### src/source/mips_settings.svh
`ifndef MIPS_SETTINGS_SVH
`define MIPS_SETTINGS_SVH

// Data word and byte address width.
`define MIPS_XLEN 32

// Instruction memory word address bits (64 words).
`define MIPS_IMEM_AW 6

// Data memory word address bits (64 words).
`define MIPS_DMEM_AW 6

// Register index width.
`define MIPS_REG_AW 5

`endif
### src/source/mips_pkg.sv
`default_nettype none

`include "mips_settings.svh"

package mips_pkg;

	typedef logic [`MIPS_XLEN-1:0] word_t;
	typedef logic [`MIPS_REG_AW-1:0] reg_idx_t;

	// Primary opcode field, bits 31:26.
	typedef enum logic [5:0] {
		OP_RTYPE = 6'h00,
		OP_J     = 6'h02,
		OP_BEQ   = 6'h04,
		OP_ADDI  = 6'h08,
		OP_LW    = 6'h23,
		OP_SW    = 6'h2b
	} opcode_e;

	// R-type funct field, bits 5:0.
	typedef enum logic [5:0] {
		FN_SLL = 6'h00,
		FN_SRL = 6'h02,
		FN_ADD = 6'h20,
		FN_SUB = 6'h22,
		FN_AND = 6'h24,
		FN_OR  = 6'h25,
		FN_SLT = 6'h2a
	} funct_e;

	// What the decoder asks of the ALU.
	typedef enum logic [1:0] {
		ALU_CLASS_ADD   = 2'b00, // Address and immediate arithmetic.
		ALU_CLASS_SUB   = 2'b01, // Compare for beq.
		ALU_CLASS_FUNCT = 2'b10  // Operation from funct.
	} alu_class_e;

	typedef enum logic [3:0] {
		ALU_AND = 4'd0,
		ALU_OR  = 4'd1,
		ALU_ADD = 4'd2,
		ALU_SUB = 4'd6,
		ALU_SLT = 4'd7,
		ALU_SLL = 4'd8,
		ALU_SRL = 4'd9
	} alu_op_e;

endpackage

`default_nettype wire

### src/source/main_control.sv
`timescale 1ns/10ps
`default_nettype none

module main_control (
	input  wire mips_pkg::opcode_e opcode,
	input  wire                    instr_valid,
	output logic                   reg_write,
	output logic                   reg_dst,
	output logic                   mem_to_reg,
	output logic                   mem_read,
	output logic                   mem_write,
	output logic                   is_branch,
	output logic                   is_jump,
	output logic                   alu_src,
	output mips_pkg::alu_class_e   alu_class
);

	import mips_pkg::*;

	logic known_op;

	always_comb begin
		reg_write  = 1'b0;
		reg_dst    = 1'b0; // rt is the destination unless R-type.
		mem_to_reg = 1'b0;
		mem_read   = 1'b0;
		mem_write  = 1'b0;
		is_branch  = 1'b0;
		is_jump    = 1'b0;
		alu_src    = 1'b0;
		alu_class  = ALU_CLASS_ADD;
		known_op   = 1'b1;
		case (opcode)
			OP_RTYPE: begin
				reg_write = 1'b1;
				reg_dst   = 1'b1;
				alu_class = ALU_CLASS_FUNCT;
			end
			OP_ADDI: begin
				reg_write = 1'b1;
				alu_src   = 1'b1;
			end
			OP_LW: begin
				reg_write  = 1'b1;
				mem_to_reg = 1'b1;
				mem_read   = 1'b1;
				alu_src    = 1'b1; // Base plus offset.
			end
			OP_SW: begin
				mem_write = 1'b1;
				alu_src   = 1'b1;
			end
			OP_BEQ: begin
				is_branch = 1'b1;
				alu_class = ALU_CLASS_SUB;
			end
			OP_J:    is_jump  = 1'b1;
			default: known_op = 1'b0; // Falls through as a no-op.
		endcase

		// Bubbles keep their selects but lose every side effect.
		if (!instr_valid) begin
			reg_write = 1'b0;
			mem_read  = 1'b0;
			mem_write = 1'b0;
			is_branch = 1'b0;
			is_jump   = 1'b0;
		end
	end

	always_comb begin
		if (instr_valid) begin
			unknown_opcode: assert final (known_op)
				else $error("main_control: unknown opcode %b", opcode);
		end
	end

endmodule

`default_nettype wire

### config.mk
export PLATFORM = sky130hd
export DESIGN_NAME = main_control
export DESIGN_NICKNAME = d
export VERILOG_FILES = /design/src/source/mips_pkg.sv /design/src/source/main_control.sv
export VERILOG_INCLUDE_DIRS = /design/src /design/src/source
export SDC_FILE = /design/constraint.sdc
export NUM_CORES = 1
export LEC_CHECK = 0
export BUFFER_PORTS_ARGS = -buffer_cell sky130_fd_sc_hd__buf_2
export CAP_MARGIN = 20
export CORE_AREA = 2 2 39 41
export DETAILED_ROUTE_END_ITERATION = 8
export DIE_AREA = 0 0 41 43
export SLEW_MARGIN = 10
export SYNTH_ARGS = -nofsm -noshare
export SYNTH_HDL_FRONTEND = slang
export SYNTH_SLANG_ARGS = --single-unit
### constraint.sdc
create_clock -name vclk -period 3.1
set_clock_uncertainty 0.15 [all_clocks]
set_input_delay 0.31 -clock vclk [all_inputs]
set_output_delay 0.31 -clock vclk [all_outputs]
set_load 0.03 [all_outputs]
==> impl_metrics.yaml <==
outcome:
  status: "completed"
final_layout:
  multi_input_area_um2: 123
  seq_cells: 0
  fill_cells: 163
  syn_to_final_growth_pct: 80.8
  antennaDiodeCount: 0
  layout-drive-gt1-share_pct: 52.6
  final_cells: 54
  clkbuf_count: 0
  fin_nets: 47
  regArea_um2: 0
drt:
  via_per_inst: 3.93
  drtIter0Drc: 2
  drc: 0
  vias: 212
  first_pass_iters: 4
  ant_nets: 0
  wirelength_um: 444
  avgRoutedWirePerCell_um: 8.22
global_routing:
  antenna_found_initial: 0
  overflow: 0
  grt_pass1_vias: 157
  grt_usage_pct: 4.20
  grt_pass1_wl_um: 565
  grt_max_degree: 7
hold_path:
  hold_class: "primary input to output pin"
  hold-path-endpoint: "alu_src"
  worstHoldPathCells: 3
  hp-start: "opcode[4]"
clock_network:
  cts-hold-fix-buffers: 0
  cts_resized: 0
  cts_setup_buffers: 0
setup_path:
  critical_path_arrival_ps: 1420
  path_max_fanout: 6
  worstSetupStartpointType: "primary input"
  crit_path_end_kind: "output pin"
  timing_worst_setup_path_type: "primary input to output pin"
  worst_ep_required_time_ps: 2640
logic_synthesis:
  yosys.cell_count.top_type: "nor2_1"
  synthCells: 21
  synth_top_area_share_pct: 11.5
  synth_seq_area_share_pct: 0
  synth.avg_cell_area_um2: 6.20
  ys_types: 15
  synth_fp_nets: 28
  synth_area_leaders: "nor3_1 12%, nor2_1 12%, a211oi_2 9.6%"
  yosys.area.top_type: "nor3_1"
  synth_area_um2: 130
  yosys_warnings: 0
  synthTopCellsByCount: "4 x nor2_1, 3 x nor3_1, 2 x inv_1"
floorplanning:
  std_cell_rows: 14
  core_mm2: 0.00138
  die_w_um: 41
  fp.dieArea_mm2: 0.00176
  start_util_pct: 9.40
  pin_count: 17
  die_h_um: 43
timing:
  setup-tns-final_ps: 0
  finalSetupViolCount: 0
  rsz0062_at_grt: "false"
  slew_headroom_pct: 84.6
  timing.final.crit_share_pct: 60.8
  hold_violations: 0
  timing.fmax_mhz: 531
  finalMaxSlewViolations: 0
  period_needed_ps: 1880
  worst_slew_pin_slew_ps: 229
place:
  gp_congestion: 0.561
  dp_hpwl_um: 390
  io_buffers: 17
  dpl.cell_count: 54
pwr:
  powerDensity_mw_per_mm2: 81.7
  leakagePower_nw: 0.125
  ir_worst_vdd_v: 0.0000103
flow_run:
  cap_violations: 0
[cells by family after synthesis]
family / count (synthesis) / synth area share [%]
AOI/OAI and AO/OA: 2 / 13.5
buffers and inverters: 2 / 5.77
and+or+nand+nor: 17 / 80.8
[power by group]
| group | internal [mW] | switching (mW) | total [mW] |
|---|---|---|---|
| clock network | 0 | 0 | 0 |
| registers | 0 | 0 | 0 |
| logic | 0.00753 | 0.0117 | 0.0192 |
| total | 0.00753 | 0.0117 | 0.0192 |
[final cells by class]
cell class / instances / area share, %
inverter: 2 / 3.19
multi-input combinational: 19 / 52.1
tap: 16 / 8.51
timing repair buffer: 17 / 36.2
[per-stage QoR]
step	utilization, %	hold WS, ps	power, mW	worst slack [ps]	instance area, µm²
global route	17.0	806	0.0209	1170	235
global placement	17.0	787	0.0189	1190	235
floorplan	-	530	0.00899	881	130
finish	17.0	791	0.0192	1220	235
CTS	17.0	791	0.0192	1190	235
detailed placement	17.0	791	0.0191	1200	235
[metal layers]
metal	global-route usage [%]	vias up	part of all wire, %
met5	0	-	0
met4	0	0	0
met3	0	0	9.5
met2	9.69	8	54
met1	3.48	89	36
li1	-	115	-
[critical path, cell delays in order]
cell and delay, ps:
buf_2 130, or4b_1 540, a211oi_2 230, buf_2 220
[how the worst max path moves through the flow]
stage | from | endpoint | slack [ps] | cells after the start
floorplan | opcode[4] | is_jump | 880 | 2
global placement | opcode[4] | is_jump | 1190 | 4
detailed placement | opcode[4] | is_jump | 1200 | 4
CTS | opcode[4] | is_jump | 1190 | 4
global route | opcode[4] | is_jump | 1170 | 4
finish | opcode[1] | alu_src | 1220 | 4
[layout by cell type, fill, tap and decap left out, types with 2 or more instances in the layout]
master,Yosys,final
inv_1,2,2
nor2_1,4,4
nor3_1,3,3
buf_2,0,17
Power figures use the tool's default switching activity.
