$ cat src/source/mips_settings.svh
`ifndef MIPS_SETTINGS_SVH
`define MIPS_SETTINGS_SVH

// Data word and byte address width.
`define MIPS_XLEN 32

// Instruction memory word address bits (64 words).
`define MIPS_IMEM_AW 6

// Data memory word address bits (64 words).
`define MIPS_DMEM_AW 6

// Register index width.
`define MIPS_REG_AW 5

`endif
$ cat src/source/mips_pkg.sv
`default_nettype none

`include "mips_settings.svh"

package mips_pkg;

	typedef logic [`MIPS_XLEN-1:0] word_t;
	typedef logic [`MIPS_REG_AW-1:0] reg_idx_t;

	// Primary opcode field, bits 31:26.
	typedef enum logic [5:0] {
		OP_RTYPE = 6'h00,
		OP_J     = 6'h02,
		OP_BEQ   = 6'h04,
		OP_ADDI  = 6'h08,
		OP_LW    = 6'h23,
		OP_SW    = 6'h2b
	} opcode_e;

	// R-type funct field, bits 5:0.
	typedef enum logic [5:0] {
		FN_SLL = 6'h00,
		FN_SRL = 6'h02,
		FN_ADD = 6'h20,
		FN_SUB = 6'h22,
		FN_AND = 6'h24,
		FN_OR  = 6'h25,
		FN_SLT = 6'h2a
	} funct_e;

	// What the decoder asks of the ALU.
	typedef enum logic [1:0] {
		ALU_CLASS_ADD   = 2'b00, // Address and immediate arithmetic.
		ALU_CLASS_SUB   = 2'b01, // Compare for beq.
		ALU_CLASS_FUNCT = 2'b10  // Operation from funct.
	} alu_class_e;

	typedef enum logic [3:0] {
		ALU_AND = 4'd0,
		ALU_OR  = 4'd1,
		ALU_ADD = 4'd2,
		ALU_SUB = 4'd6,
		ALU_SLT = 4'd7,
		ALU_SLL = 4'd8,
		ALU_SRL = 4'd9
	} alu_op_e;

endpackage

`default_nettype wire

$ cat src/source/word_mem.sv
`timescale 1ns/10ps
`default_nettype none

`include "mips_settings.svh"

module word_mem #(
	parameter int ADDR_W = `MIPS_DMEM_AW
) (
	input  wire                  clk,
	input  wire                  we,
	input  wire [ADDR_W-1:0]     waddr,
	input  wire mips_pkg::word_t wdata,
	input  wire [ADDR_W-1:0]     raddr,
	output mips_pkg::word_t      rdata
);

	import mips_pkg::*;

	localparam int DEPTH = 1 << ADDR_W;

	// Storage only. Contents come from the load port or stores.
	word_t mem [DEPTH];

	always_ff @(posedge clk) begin
		if (we) begin
			mem[waddr] <= wdata;
		end
	end

	// Read is combinational so fetch and load complete in their own stage.
	assign rdata = mem[raddr];

endmodule

`default_nettype wire

$ cat config.mk
export PLATFORM = sky130hd
export DESIGN_NAME = word_mem
export DESIGN_NICKNAME = d
export VERILOG_FILES = /design/src/source/mips_pkg.sv /design/src/source/word_mem.sv
export VERILOG_INCLUDE_DIRS = /design/src /design/src/source
export SDC_FILE = /design/constraint.sdc
export NUM_CORES = 2
export LEC_CHECK = 0
export BUFFER_PORTS_ARGS = -buffer_cell sky130_fd_sc_hd__buf_2
export CORE_MARGIN = 2
export CORE_UTILIZATION = 48
export CTS_CLUSTER_DIAMETER = 100
export DETAILED_ROUTE_END_ITERATION = 8
export PLACE_DENSITY_LB_ADDON = 0.12
export SLEW_MARGIN = 20
export SYNTH_ARGS = -nofsm -noshare
export SYNTH_HDL_FRONTEND = slang
export SYNTH_SLANG_ARGS = --single-unit
$ cat constraint.sdc
create_clock -name clk -period 7.1 [get_ports clk]
set_input_delay 0.71 -clock clk [delete_from_list [all_inputs] [get_ports clk]]
set_output_delay 0.71 -clock clk [all_outputs]
set_load 0.02 [all_outputs]
==> summary.md <==
| Metric | Value |
|---|---|
| Status | `completed` |
| RSZ-0062 raised after global routing | `false` |
| Met3 Use GR | `6.360%` |
| Top-Level Pins | `78` |
| Clk buf depth | `3` |
| Final non-filler cell total | `5874` |
| Psw | `5.305 mW` |
| Largest register FFs | `2048` |
| Crit Path Max Fanout | `69` |
| Core region area | `0.1608 sq mm` |
| Total chip power | `24.79 mW` |
| Worst path required time | `6390 ps` |
| Initial cell density of the core | `48.44%` |
| Async S/R FF share, synth | `0%` |
| Final Hold Fails | `0` |
| Cell depth of the worst hold path | `2` |
| Slew Viols, Final | `0` |
| TritonCTS clock tree | `yes` |
| Std cell rows | `147` |
| First-pass GRT wire length | `283600 microns` |
| RD Place Congestion | `0.8286` |
| Yosys warnings | `0` |
| Setup Viol. Count Final | `0` |
| Via count | `36460` |
| ANT nets after route | `0` |
| Gr usage total | `25.04%` |
| Power Dens Cells | `281.7 mW/mm^2` |
| Setup TNS | `0 ps` |
| Worst-Margin Slew | `1219 ps` |
| Wire per inst | `34.70 microns` |
| Grt total ovfl | `0` |
| Static Leak | `27.20 nW` |
| Cell Area, Synth | `0.07787 sq mm` |
| Final WL | `203800 microns` |
| Post-route DRC | `0` |
| Netlist cell types | `33` |
| Final HPWL from detailed placement | `109200 microns` |
| Drt first-iter violations | `5004` |
| Minimum clock period after layout | `5108 ps` |
| Complex-gate fraction of the synthesized area | `1.687%` |
| Synth Area in XOR/XNOR | `0%` |
| Main synth FF type | `edfxtp_1` |
| Tcrit/Tclk final | `71.94%` |
| EDFF count, synth | `2048` |
| Inst Count DP | `5490` |
| Largest Register | `mem` |
| Crit path kind | `input port to output pin` |
| Vias/cell | `6.206` |
| DR pass1 iterations | `6` |
| Nature of the critical path endpoint | `output pin` |
| Clk sinks | `2048` |
| Avg Cell Area, Syn | `23.66 sq um` |
| Max-cap violations | `0` |
| Comb pwr share | `5.4%` |
| Die height | `406.8 microns` |
| Die area | `0.1655 sq mm` |
| Nets | `3578` |
| Net Sw Frac | `21.40%` |
| Hold EP | `mem[20][23]` |
| Post-Synthesis Cells | `3292` |
| Clk pwr share | `40.5%` |
| Post-CTS sizing | `0` |
| Vias in the first global route | `37670` |
| HP Class | `input port to register` |
| Share of cells above drive strength 1 | `29.92%` |
| Met2 Use GR | `39.95%` |
| CP Launch Type | `input port` |
| Adder and majority gate portion of the synthesized area | `0%` |
| Cell area after layout | `0.08801 sq mm` |
| IO Port Bufs | `77` |
| Setup bufs post-CTS | `0` |
| Initial antenna violation count | `22` |
| Yosys reg bits | `2048` |
| Met1 Resource Use GR | `33.97%` |
| Clock buffer count from CTS | `200` |
| Root Driver | `clkbuf_16` |
| Int Pwr | `19.49 mW` |
| Die extent in x | `406.8 microns` |
| Cell Area, Placed | `0.08181 sq mm` |
| Top Usage Layer GRT | `met2` |
| Post-Syn Nets | `3338` |
| Slew HR | `18.75%` |
| Worst VDD drop | `0.0002603 V` |
| Hold_buf cts | `0` |
| Seq pwr share | `54.1%` |
| Largest family of logic cells by synthesized area | `multiplexers` |
| Fmax achieved | `0.1958 GHz` |
| Top Registers | `mem x2048` |
| Clock-pin slew on the worst setup and hold paths | `60 ps` |
| Mux cell area share after synthesis | `16.93%` |
| Max H-tree Level | `4` |
| Largest net degree at the start of global routing | `95` |
| Min-Delay Startpoint | `wdata[23]` |
| Register area share after synthesis | `78.97%` |
| P&R area growth vs syn | `13.01%` |
| Synth Area in Simple Gates | `1.276%` |
| Critical Path AT | `4400 ps` |
worst max path at each step:
| stage | start | endpoint |
|---|---|---|
| after detailed placement | raddr[0] | rdata[27] |
| after CTS | raddr[0] | rdata[27] |
| after global routing | raddr[0] | rdata[18] |
| after global placement | raddr[0] | rdata[27] |
| after floorplan | waddr[3] | mem[48][0] |
| final | raddr[0] | rdata[0] |
layout make-up:
| type | count | area (sq um) |
|---|---|---|
| Fill cell | 12090 | 72750 |
| Sequential cell | 2048 | 61500 |
| Multi-Input combinational cell | 1062 | 15970 |
| Clock buffer | 252 | 5264 |
| Tap cell | 2160 | 2703 |
| Timing Repair Buffer | 220 | 1642 |
| Clock inverter | 124 | 908.4 |
| Antenna cell | 8 | 20.02 |
cells by family after synthesis:
family                 after synthesis
flip-flops                        2048
buffers and inverters              182
AO/OA/AOI/OAI                      202
AND/OR/NAND/NOR                    223
multiplexers                       637
worst max-delay path, cell delays in order:
cell and delay, ps:
buf_8 600, buf_12 340, mux4_2 530, mux2i_1 470
a21oi_1 220, a21oi_1 960, nor2_1 190, buf_2 240
through the flow:
stage / setup slack (ps) / util [%] / hold slack (ps)
global route: 1931 / 54.73 / 557.6
floorplan: 3230 / - / 808.9
CTS: 2105 / 54.73 / 553.6
detailed placement: 2115 / 50.89 / 1419
global placement: 2147 / 50.89 / 1413
finish: 1992 / 54.75 / 553.7
Yosys cell counts (2+ instances only):
cell type | n | area [sq um]
mux2i_1 | 93 | 930.9
nand3_1 | 5 | 25.02
buf_6 | 5 | 56.30
nand2_1 | 26 | 97.59
a22oi_1 | 12 | 90.09
nor2b_1 | 15 | 93.84
or3_1 | 3 | 18.77
nor2_1 | 137 | 514.2
clkbuf_1 | 74 | 277.8
o22ai_1 | 84 | 525.5
nand3b_1 | 5 | 37.54
edfxtp_1 | 2048 | 61500
a21oi_1 | 62 | 310.3
nand4_1 | 2 | 12.51
nor3_1 | 7 | 35.03
o221ai_1 | 27 | 236.5
o32ai_1 | 4 | 35.03
a41o_1 | 4 | 40.04
and2_1 | 2 | 12.51
buf_1 | 21 | 78.83
mux4_2 | 544 | 12250
buf_4 | 25 | 187.7
a311oi_1 | 8 | 70.07
or3b_1 | 2 | 17.52
buf_2 | 57 | 285.3
nand2b_1 | 8 | 50.05
and3_1 | 4 | 25.02
or3b_2 | 3 | 26.28
power by group through the flow:
stage	clock network, mW	registers (mW)	logic (mW)
floorplan	0	13.7	0.700
global placement	0	13.7	1.32
detailed placement	0	13.7	1.34
CTS	10.2	13.4	1.35
global route	10.7	13.4	1.40
finish	10.0	13.4	1.34
per-layer routing:
metal / vias to the layer above / share of wire, %
met5: - / 0.14
met4: 10 / 3.2
met3: 323 / 9.3
met2: 1645 / 48
met1: 19800 / 39
li1: 14680 / -
cells in the final DEF, fill, tap and decap left out, types with 3 or more instances in the layout:
cell        synthesis  routed
or3b_2              3       3
buf_8               0       3
nand2b_1            8       8
clkinv_2            0      37
mux4_2            544     544
nor3_1              7       5
buf_12              0      12
clkinv_4            0       3
a22oi_1            12      12
edfxtp_1         2048    2048
buf_2              57      73
o32ai_1             4       4
clkinvlp_4          0      10
nand2_1            26      26
nand3_1             5       5
a311oi_1            8       8
clkbuf_16           0     203
nor2_1            137      74
mux2i_1            93      93
or3_1               3       3
nand3b_1            5       5
clkinv_1            0      52
o221ai_1           27      27
a41o_1              4       4
nor2_4              0      62
a21oi_1            62      62
inv_6               0      11
o22ai_1            84      84
bufinv_16           0      11
and3_1              4       4
buf_4              25     132
diode_2             0       8
nor2b_1            15      14
clkbuf_1           74      49
Power figures use the tool's default switching activity.
